File: config.mk
export PLATFORM = sky130hd
export DESIGN_NAME = gemm_tile_sched
export DESIGN_NICKNAME = d
export VERILOG_FILES = /design/src/verilog/gemm_sched_pkg.sv /design/src/verilog/tile_if.sv /design/src/verilog/tile_walker.sv /design/src/verilog/dim_edge_calc.sv /design/src/verilog/k_phase_fsm.sv /design/src/verilog/gemm_tile_sched.sv
export SDC_FILE = /design/constraint.sdc
export NUM_CORES = 1
export LEC_CHECK = 0
export ABC_AREA = 0
export BUFFER_PORTS_ARGS = -buffer_cell sky130_fd_sc_hd__clkbuf_2
export CAP_MARGIN = 20
export CORE_AREA = 5 5 210 212
export DETAILED_ROUTE_END_ITERATION = 6
export DIE_AREA = 0 0 215 217
export HOLD_SLACK_MARGIN = 0.12
export PLACE_DENSITY = 0.75
export SYNTH_ARGS = -nofsm -noshare
export SYNTH_HDL_FRONTEND = slang
export SYNTH_SLANG_ARGS = --single-unit
export TNS_END_PERCENT = 100
File: constraint.sdc
create_clock -name clk_gated -period 25.5 [get_ports clk_gated]
set_input_delay 2.55 -clock clk_gated [delete_from_list [all_inputs] [get_ports clk_gated]]
set_output_delay 2.55 -clock clk_gated [all_outputs]
set_load 0.005 [all_outputs]
File: src/verilog/gemm_sched_pkg.sv
/*
  Shared widths, dimension indices, FSM states and vector types
  for the tiled GEMM scheduler. Tile sizes above MAX_T are not
  covered by the enable masks.
*/
package gemm_sched_pkg;

  // ------------------------------------------------------------
  // Widths
  // ------------------------------------------------------------
  localparam int DIM_W    = 10;  // Problem dims, tile indices, tile counts
  localparam int TSZ_W    = 6;   // Tile sizes, effective sizes, k_idx
  localparam int MAX_T    = 16;  // Mask bits per side
  localparam int NUM_DIMS = 3;

  // Dimension slots in the per-dimension arrays
  localparam int DIM_M = 0;
  localparam int DIM_N = 1;
  localparam int DIM_K = 2;

  // ------------------------------------------------------------
  // Vector types
  // ------------------------------------------------------------
  typedef logic [DIM_W-1:0] dim_t;   // Dimension, tile index or count
  typedef logic [TSZ_W-1:0] tsz_t;   // Tile size, eff size or k_idx
  typedef logic [MAX_T-1:0] mask_t;  // Row or column enable mask

  // ------------------------------------------------------------
  // Scheduler states
  // ------------------------------------------------------------
  typedef enum logic [2:0] {
    ST_IDLE        = 3'd0,  // Waiting for start after reset
    ST_PREP_TILE   = 3'd1,  // New C tile, clear accumulators
    ST_WAIT_READY  = 3'd2,  // Selected bank not yet valid
    ST_LOAD_WEIGHT = 3'd3,  // Weights shifted into the array
    ST_STREAM_K    = 3'd4,  // Activations stream, MACs enabled
    ST_TILE_DONE   = 3'd5,  // One-cycle end-of-tile pulse
    ST_DONE        = 3'd6   // All tiles done, waits for start
  } sched_state_e;

endpackage

File: src/verilog/tile_if.sv
/*
  Tile bundle between the loop walker, the per-dimension edge
  calculators and the phase FSM. Each calculator drives only
  its own slot of eff and last.
*/
`timescale 1ns/1ps

interface tile_if
  import gemm_sched_pkg::*;
();

  dim_t idx  [NUM_DIMS];  // Current tile index per dimension
  tsz_t eff  [NUM_DIMS];  // Effective size of the current tile
  logic last [NUM_DIMS];  // Current tile is the final one

  logic k_restart;  // Zero k tile at start of a C tile
  logic k_step;     // Advance to next k tile
  logic mn_step;    // Advance n, carry into m

  // Loop-nest counter
  modport walker (output idx, input k_restart, input k_step, input mn_step, input last);

  // Edge calculators
  modport calc (input idx, output eff, output last);

  // Phase FSM
  modport fsm (input idx, input eff, input last, output k_restart, output k_step,
               output mn_step);

endinterface

File: src/verilog/tile_walker.sv
/*
  Loop-nest counter with m outer, n middle, k inner.
  Indices change on the edge after a strobe. Wrapping relies on
  the last flags from the edge calculators.
*/
`timescale 1ns/1ps

module tile_walker
  import gemm_sched_pkg::*;
(
  input  logic   clk_gated,
  input  logic   rst_n,
  tile_if.walker tif
);

  dim_t m_q;  // Row tile index
  dim_t n_q;  // Column tile index
  dim_t k_q;  // Depth tile index

  // ------------------------------------------------------------
  // k index, restarted per C tile
  // ------------------------------------------------------------
  always_ff @(posedge clk_gated or negedge rst_n) begin
    if (!rst_n) begin
      k_q <= '0;
    end else if (tif.k_restart) begin
      k_q <= '0;
    end else if (tif.k_step) begin
      k_q <= k_q + 1'b1;  // FSM only steps when k is not last
    end
  end

  // ------------------------------------------------------------
  // m and n indices, n inner
  // ------------------------------------------------------------
  always_ff @(posedge clk_gated or negedge rst_n) begin
    if (!rst_n) begin
      m_q <= '0;
      n_q <= '0;
    end else if (tif.mn_step) begin
      if (tif.last[DIM_N]) begin
        n_q <= '0;                   // Row of tiles finished
        if (tif.last[DIM_M]) begin
          m_q <= '0;                 // Whole matrix finished, back to origin
        end else begin
          m_q <= m_q + 1'b1;
        end
      end else begin
        n_q <= n_q + 1'b1;
      end
    end
  end

  // Publish indices to the calculators and the FSM
  always_comb begin
    tif.idx[DIM_M] = m_q;
    tif.idx[DIM_N] = n_q;
    tif.idx[DIM_K] = k_q;
  end

endmodule

File: src/verilog/dim_edge_calc.sv
/*
  Edge handling for one dimension, purely combinational.
  Assumes dim and tsz are non-zero while busy; a zero tile size
  gives a count of zero instead of a divide fault.
*/
`timescale 1ns/1ps

module dim_edge_calc
  import gemm_sched_pkg::*;
#(
  parameter int DIM = DIM_M  // Slot in the tile bundle
) (
  tile_if.calc tif,
  input  dim_t dim,          // Problem size along this dimension
  input  tsz_t tsz           // Nominal tile size
);

  localparam int OFF_W = DIM_W + TSZ_W;

  logic [OFF_W-1:0] offset;  // idx * tsz
  logic [OFF_W-1:0] remain;  // Elements left from offset on
  logic [DIM_W:0]   dim_up;  // dim + tsz - 1, one guard bit
  dim_t             count;   // ceil(dim / tsz)
  logic [DIM_W:0]   idx_p1;  // idx + 1 without wrap

  assign offset = OFF_W'(tif.idx[DIM]) * OFF_W'(tsz);

  // Zero once past the end, which only happens on bad inputs
  assign remain = (OFF_W'(dim) > offset) ? (OFF_W'(dim) - offset) : '0;

  // Clamp to the nominal tile size, so interior tiles are full
  assign tif.eff[DIM] = (remain > OFF_W'(tsz)) ? tsz : remain[TSZ_W-1:0];

  // ------------------------------------------------------------
  // Tile count and last flag
  // ------------------------------------------------------------
  assign dim_up = (DIM_W+1)'(dim) + (DIM_W+1)'(tsz) - 1'b1;
  assign count  = (tsz == '0) ? '0 : dim_t'(dim_up / (DIM_W+1)'(tsz));
  assign idx_p1 = (DIM_W+1)'(tif.idx[DIM]) + 1'b1;

  assign tif.last[DIM] = (idx_p1 >= (DIM_W+1)'(count));

endmodule

File: src/verilog/k_phase_fsm.sv
/*
  Phase FSM for the weight-stationary schedule. Every k slice
  runs a load phase and a stream phase of eff[K] cycles each.
  The only back-pressure is the bank-valid wait. Outputs decode
  the registered state and k counter without delay.
*/
`timescale 1ns/1ps

module k_phase_fsm
  import gemm_sched_pkg::*;
(
  input  logic  clk_gated,
  input  logic  rst_n,
  input  logic  start,
  input  logic  valid_a_ping,
  input  logic  valid_a_pong,
  input  logic  valid_b_ping,
  input  logic  valid_b_pong,
  tile_if.fsm   tif,
  output logic  rd_en,
  output logic  clr,
  output logic  en,
  output logic  load_weight,
  output logic  bank_sel,
  output logic  busy,
  output logic  done_tile,
  output tsz_t  k_idx,
  output mask_t row_mask,
  output mask_t col_mask
);

  sched_state_e state_q, state_d;
  tsz_t         k_cnt_q;     // Position inside the current k slice
  logic         k_end;       // Last cycle of a load or stream phase
  logic         bank_ready;  // Both operand banks valid for this k tile
  logic         in_phase;    // Load or stream active

  // ------------------------------------------------------------
  // Bank select, even k tile reads ping
  // ------------------------------------------------------------
  assign bank_sel   = tif.idx[DIM_K][0];
  assign bank_ready = bank_sel ? (valid_a_pong & valid_b_pong)
                               : (valid_a_ping & valid_b_ping);

  assign in_phase = (state_q == ST_LOAD_WEIGHT) || (state_q == ST_STREAM_K);
  assign k_end    = (k_cnt_q == tsz_t'(tif.eff[DIM_K] - 1'b1));

  // ------------------------------------------------------------
  // Next state
  // ------------------------------------------------------------
  always_comb begin
    state_d = state_q;
    case (state_q)
      ST_IDLE, ST_DONE: begin
        if (start) state_d = ST_PREP_TILE;
      end
      ST_PREP_TILE:  state_d = ST_WAIT_READY;
      ST_WAIT_READY: begin
        if (bank_ready) state_d = ST_LOAD_WEIGHT;  // Stall otherwise
      end
      ST_LOAD_WEIGHT: begin
        if (k_end) state_d = ST_STREAM_K;
      end
      ST_STREAM_K: begin
        if (k_end) begin
          state_d = tif.last[DIM_K] ? ST_TILE_DONE : ST_WAIT_READY;
        end
      end
      ST_TILE_DONE: begin
        // Flags still describe the tile just finished
        if (tif.last[DIM_M] && tif.last[DIM_N]) begin
          state_d = ST_DONE;
        end else begin
          state_d = ST_PREP_TILE;
        end
      end
      default: state_d = ST_IDLE;
    endcase
  end

  // ------------------------------------------------------------
  // State and k counter registers
  // ------------------------------------------------------------
  always_ff @(posedge clk_gated or negedge rst_n) begin
    if (!rst_n) begin
      state_q <= ST_IDLE;
      k_cnt_q <= '0;
    end else begin
      state_q <= state_d;
      if (in_phase && !k_end) begin
        k_cnt_q <= k_cnt_q + 1'b1;
      end else begin
        k_cnt_q <= '0;  // Wrap between phases, idle at zero
      end
    end
  end

  // ------------------------------------------------------------
  // Array controls and walker strobes
  // ------------------------------------------------------------
  assign load_weight = (state_q == ST_LOAD_WEIGHT);
  assign en          = (state_q == ST_STREAM_K);
  assign rd_en       = in_phase;          // Weights then activations
  assign clr         = (state_q == ST_PREP_TILE);
  assign done_tile   = (state_q == ST_TILE_DONE);
  assign busy        = (state_q != ST_IDLE) && (state_q != ST_DONE);
  assign k_idx       = k_cnt_q;

  assign tif.k_restart = (state_q == ST_PREP_TILE);
  assign tif.k_step    = en && k_end && !tif.last[DIM_K];
  assign tif.mn_step   = done_tile;

  // Edge masks, low eff bits set
  always_comb begin
    for (int i = 0; i < MAX_T; i++) begin
      row_mask[i] = (i < int'(tif.eff[DIM_M]));
      col_mask[i] = (i < int'(tif.eff[DIM_N]));
    end
  end

endmodule

File: src/verilog/gemm_tile_sched.sv
/*
  Tiled weight-stationary GEMM scheduler, top level.
  Dimensions and tile sizes must be non-zero and held stable
  while busy. Tile sizes above 16 exceed the mask width.
*/
`timescale 1ns/1ps

module gemm_tile_sched
  import gemm_sched_pkg::*;
(
  input  logic  clk_gated,
  input  logic  rst_n,
  input  logic  start,
  input  dim_t  m_dim,
  input  dim_t  n_dim,
  input  dim_t  k_dim,
  input  tsz_t  tm,
  input  tsz_t  tn,
  input  tsz_t  tk,
  input  logic  valid_a_ping,
  input  logic  valid_a_pong,
  input  logic  valid_b_ping,
  input  logic  valid_b_pong,
  output logic  rd_en,
  output logic  clr,
  output logic  en,
  output logic  load_weight,
  output logic  bank_sel,
  output logic  busy,
  output logic  done_tile,
  output tsz_t  k_idx,
  output mask_t row_mask,
  output mask_t col_mask,
  output dim_t  m_tile,
  output dim_t  n_tile,
  output dim_t  k_tile
);

  tile_if tif ();

  dim_t dims [NUM_DIMS];  // Problem size per dimension
  tsz_t tszs [NUM_DIMS];  // Tile size per dimension

  assign dims[DIM_M] = m_dim;
  assign dims[DIM_N] = n_dim;
  assign dims[DIM_K] = k_dim;
  assign tszs[DIM_M] = tm;
  assign tszs[DIM_N] = tn;
  assign tszs[DIM_K] = tk;

  // ------------------------------------------------------------
  // Loop nest and edge handling
  // ------------------------------------------------------------
  tile_walker i_walker (
    .clk_gated (clk_gated),
    .rst_n     (rst_n),
    .tif       (tif.walker)
  );

  for (genvar d = 0; d < NUM_DIMS; d++) begin : g_dim
    dim_edge_calc #(.DIM(d)) i_calc (
      .tif (tif.calc),
      .dim (dims[d]),
      .tsz (tszs[d])
    );
  end

  // ------------------------------------------------------------
  // Phase control
  // ------------------------------------------------------------
  k_phase_fsm i_fsm (
    .clk_gated    (clk_gated),
    .rst_n        (rst_n),
    .start        (start),
    .valid_a_ping (valid_a_ping),
    .valid_a_pong (valid_a_pong),
    .valid_b_ping (valid_b_ping),
    .valid_b_pong (valid_b_pong),
    .tif          (tif.fsm),
    .rd_en        (rd_en),
    .clr          (clr),
    .en           (en),
    .load_weight  (load_weight),
    .bank_sel     (bank_sel),
    .busy         (busy),
    .done_tile    (done_tile),
    .k_idx        (k_idx),
    .row_mask     (row_mask),
    .col_mask     (col_mask)
  );

  // Tile coordinates straight from the walker
  assign m_tile = tif.idx[DIM_M];
  assign n_tile = tif.idx[DIM_N];
  assign k_tile = tif.idx[DIM_K];

endmodule

==> summary.txt <==
Synth
  – Asr flop ratio synth: 1.00
  – EDFF count, synth: 0
  – Mux share of post-synthesis cell area: 0.0414
  – Mapped Cells: between 2000 and 3000
  – Compound-Gate Fraction of Synth Area: 0.242
  – Mapped Area: ~21000 um^2
  – Adder-cell area share of the yosys netlist: 0.321
  – Mapped Nets: between 3000 and 4000
  – Post-Syn Area per Cell: about 7.5 um^2
  – Largest family of logic cells by synthesized area: adder cells
  – Xor/xnor share of the synthesized area: 0.0564
  – Sequential cell area fraction in the yosys report: 0.0473
  – Yosys reg bits: 39
  – Synth warn: 0
  – Simple-gate share of the synthesized area: 0.225
  – Synth cell types: 100
  – Leading register cell type out of synthesis: dfrtp_1

Clocking
  – Maximum clock insertion buffer count: 2
  – CTS tree: yes
  – H-tree depth: 2
  – CTS root buffer: clkbuf_16
  – Sink Count: 39
  – CTS Hold Buffers Added: 0
  – Num CTS Buffers: 5
  – Reg clk slew, reported paths: 0.05 ns
  – Worst-skew pair later-pin latency: 0.28 ns

Cells and area
  – Antenna diode instance count: 0
  – Util after Layout: 0.541
  – P&R area growth vs syn: 9.36%
  – FF+latch area: between 900 and 1000 um^2
  – # fillers: 3941
  – Multi-input logic area: about 19000 um^2
  – NumNets Final: 3400
  – Design area: ~23000 um^2
  – Layout cell share with drive strength beyond 1: 0.118

Die
  – Die Height: approximately 220 um
  – Core ar.: ~42000 um^2
  – Initial Utilization: 0.494
  – Die X: ~220 um
  – FP Rows: 75
  – Area of the die: ~47000 um^2
  – I/O pin cnt: between 100 and 150

Drt
  – Routed vias/inst: between 6 and 7
  – Final WL: around 58000 um
  – DR WL/cell: 17.0 um
  – Met2 routed WL: roughly 28000 um
  – DR vias: approximately 21000
  – Initial drt markers: 1257
  – Met3 wire len: between 3000 and 4000 um
  – DR top layer: met5
  – Number of antenna-violating nets in the routed design: 0
  – DRC: 0
  – Met1 wire length: 25700 um
  – Pre-antenna DRT Iters: 5

STA
  – Post-layout minimum cycle time: ~24 ns
  – Slew @ Worst Pin: 0.832 ns
  – Final setup fails: 0
  – Slew headroom: 0.438
  – Fin crit share: 0.948
  – Fmax achieved: approximately 41 MHz
  – Slew Limit Fails: 0
  – Setup Skew: 0.00466 ns
  – Final hold violations: 0

Worst setup path
  – CP dominant cell by count: ha_1
  – Max stage delay on crit path: 0.41 ns
  – Crit path required time: 25.66 ns
  – Slowest cell on the critical path: or3_1
  – Critical path class: in2reg
  – Data arrival, critical path: roughly 24 ns
  – Worst r2r src: i_walker.k_q[0]
  – Worst-path maximum fanout: 17
  – R2r setup slk: 15.59 ns
  – Setup crit start kind: primary input
  – Crit end category: flop
  – R2r worst-path depth: 35
  – Worst R2R End: i_walker.k_q[3]

Placement
  – GPL Wtd Cong: between 0.9 and 1
  – Post-placement cell area: between 20000 and 25000 um^2
  – Post-DP HPWL: around 47000 um
  – Port bufs: 129

Global route
  – Initial antenna violation count: 1
  – Pin count of the biggest net entering global routing: 40
  – First-pass GRT wire length: between 90000 and 100000 um
  – GRT overflow: 0
  – Total Routing Usage GR: 0.237
  – Vias in the first global route: between 20000 and 25000

Min path
  – Endpoint, Worst Hold: i_fsm.k_idx[0]
  – Hold_sp: i_fsm.k_idx[0]
  – Min-delay worst type: reg2reg
  – Hold Crit Depth: 1

Run
  – Max-cap viol count: 0

Outcome
  – Status: complete, no violations
timing repair:
action                     4_1_cts  5_1_grt
gates resized for setup          5       64
buffers inserted                 0       14
setup endpoints to repair       13       33
pin swaps                        0        9
registers in the layout (all words and copies together), names as in the netlist:
register,cells
i_walker.k_q,10
i_walker.m_q,10
i_fsm.k_idx,6
i_fsm.state_q,3
i_walker.n_q,10
layout by cell type (no fill, tap or decap), types with 18 or more instances in the layout:
cell type  netlist  final
clkbuf_2         0    124
and3_1          24     24
mux2_2          39     39
nand2b_1        54     53
a21boi_0        22     21
dfrtp_1         39     39
inv_1          283    283
a31oi_1         27     26
buf_4            1     66
mux2i_1         31     30
nor2_1         184    182
a211oi_1        27     24
o21bai_1        20     20
and2_1          87     86
or2_2           18     18
a21oi_1        137    125
nand2_1        301    298
o21a_1          80     79
fa_1           105    105
xor2_1          47     47
o21ai_0        143    137
o211ai_1        34     34
a21o_1          76     76
xnor2_1         86     86
nor2b_1         43     41
or3_1           32     31
nor3_1          64     61
nand3_1         60     60
ha_1           359    357
area by class of cell:
class / count / share of cell area
flip-flops and latches: 39 / 0.0432
clock buffers: 8 / 0.00693
multi-input cells: 2355 / 0.821
repair buffers: 195 / 0.0515
inverters: 285 / 0.0474
well taps: 539 / 0.0299
how the worst max path moves through the flow:
stage	start	end	slack (ns)	cells past startpoint
after floorplan	tm[2]	i_fsm.state_q[2]	1.35	111
after global placement	tk[5]	i_walker.k_q[7]	-0.14	109
after detailed placement	tk[5]	i_walker.k_q[8]	-0.84	109
after CTS	tk[3]	i_walker.k_q[3]	0.05	108
after global routing	tk[1]	i_walker.k_q[3]	-0.17	112
final	tk[5]	i_walker.k_q[3]	1.32	108
worst max-delay path, delay by kind of cell:
| kind | cells | cell delay (ns) |
|---|---|---|
| multiplexers | 5 | 1.27 |
| XOR/XNOR | 1 | 0.15 |
| AO/OA/AOI/OAI | 53 | 10.40 |
| adder cells (fa/ha/maj) | 14 | 3.97 |
| AND/OR/NAND/NOR | 27 | 4.90 |
| buffers and inverters | 8 | 1.06 |
Yosys cell counts, types with 8 or more instances:
| library cell | instances | area share |
|---|---|---|
| or2_2 | 18 | 0.0055 |
| nand3_1 | 60 | 0.015 |
| o211a_1 | 9 | 0.0044 |
| nand2b_1 | 54 | 0.016 |
| dfrtp_1 | 39 | 0.047 |
| nor3b_1 | 8 | 0.0029 |
| o31ai_1 | 11 | 0.0040 |
| mux2i_1 | 31 | 0.015 |
| o21ai_0 | 143 | 0.035 |
| a21boi_0 | 22 | 0.0080 |
| o211ai_1 | 34 | 0.012 |
| a31oi_1 | 27 | 0.0082 |
| clkbuf_1 | 63 | 0.011 |
| nor2b_1 | 43 | 0.013 |
| ha_1 | 359 | 0.22 |
| or3_1 | 32 | 0.0097 |
| fa_1 | 105 | 0.10 |
| o21ai_1 | 11 | 0.0027 |
| o21bai_1 | 20 | 0.0073 |
| and2_1 | 87 | 0.026 |
| a211o_1 | 15 | 0.0064 |
| nand3b_1 | 8 | 0.0029 |
| nor2_1 | 184 | 0.033 |
| xnor2_1 | 86 | 0.036 |
| and3_1 | 24 | 0.0073 |
| nand2_1 | 301 | 0.055 |
| nor4_1 | 11 | 0.0033 |
| o21a_1 | 80 | 0.029 |
| inv_1 | 283 | 0.051 |
| a211oi_1 | 27 | 0.0098 |
| nand4_1 | 17 | 0.0052 |
| mux2_2 | 39 | 0.021 |
| xor2_1 | 47 | 0.020 |
| nor3_1 | 64 | 0.016 |
| o22ai_1 | 17 | 0.0052 |
| a21o_1 | 76 | 0.028 |
| a21oi_1 | 137 | 0.033 |
| a22oi_1 | 11 | 0.0040 |
per-layer routing:
layer,global-route usage,up-vias
met5,0,-
met4,0.0659,2
met3,0.0254,112
met2,0.421,585
met1,0.307,9830
li1,-,10000
per-stage QoR:
stage	TNS, ns	worst slack [ns]	cells	hold WS, ns
floorplan	0	1.35	2755	0.507
global placement	-1.07	-0.138	3398	0.565
detailed placement	-9.78	-0.835	3398	0.587
CTS	0	0.0525	3406	0.597
global route	-1.64	-0.171	3421	0.648
finish	0	1.32	3421	0.583
cells by family (layout without fill, tap and decap cells):
group           Yosys count  count (layout)
simple gates            944             944
flops                    39              39
xor+xnor                133             133
mux                      78              78
buf+inv                 361             488
fa+ha+maj               467             467
compound gates          733             733
Power is not shown: default switching activity piles up to over one toggle a cycle in this logic, so the estimate is an artifact.
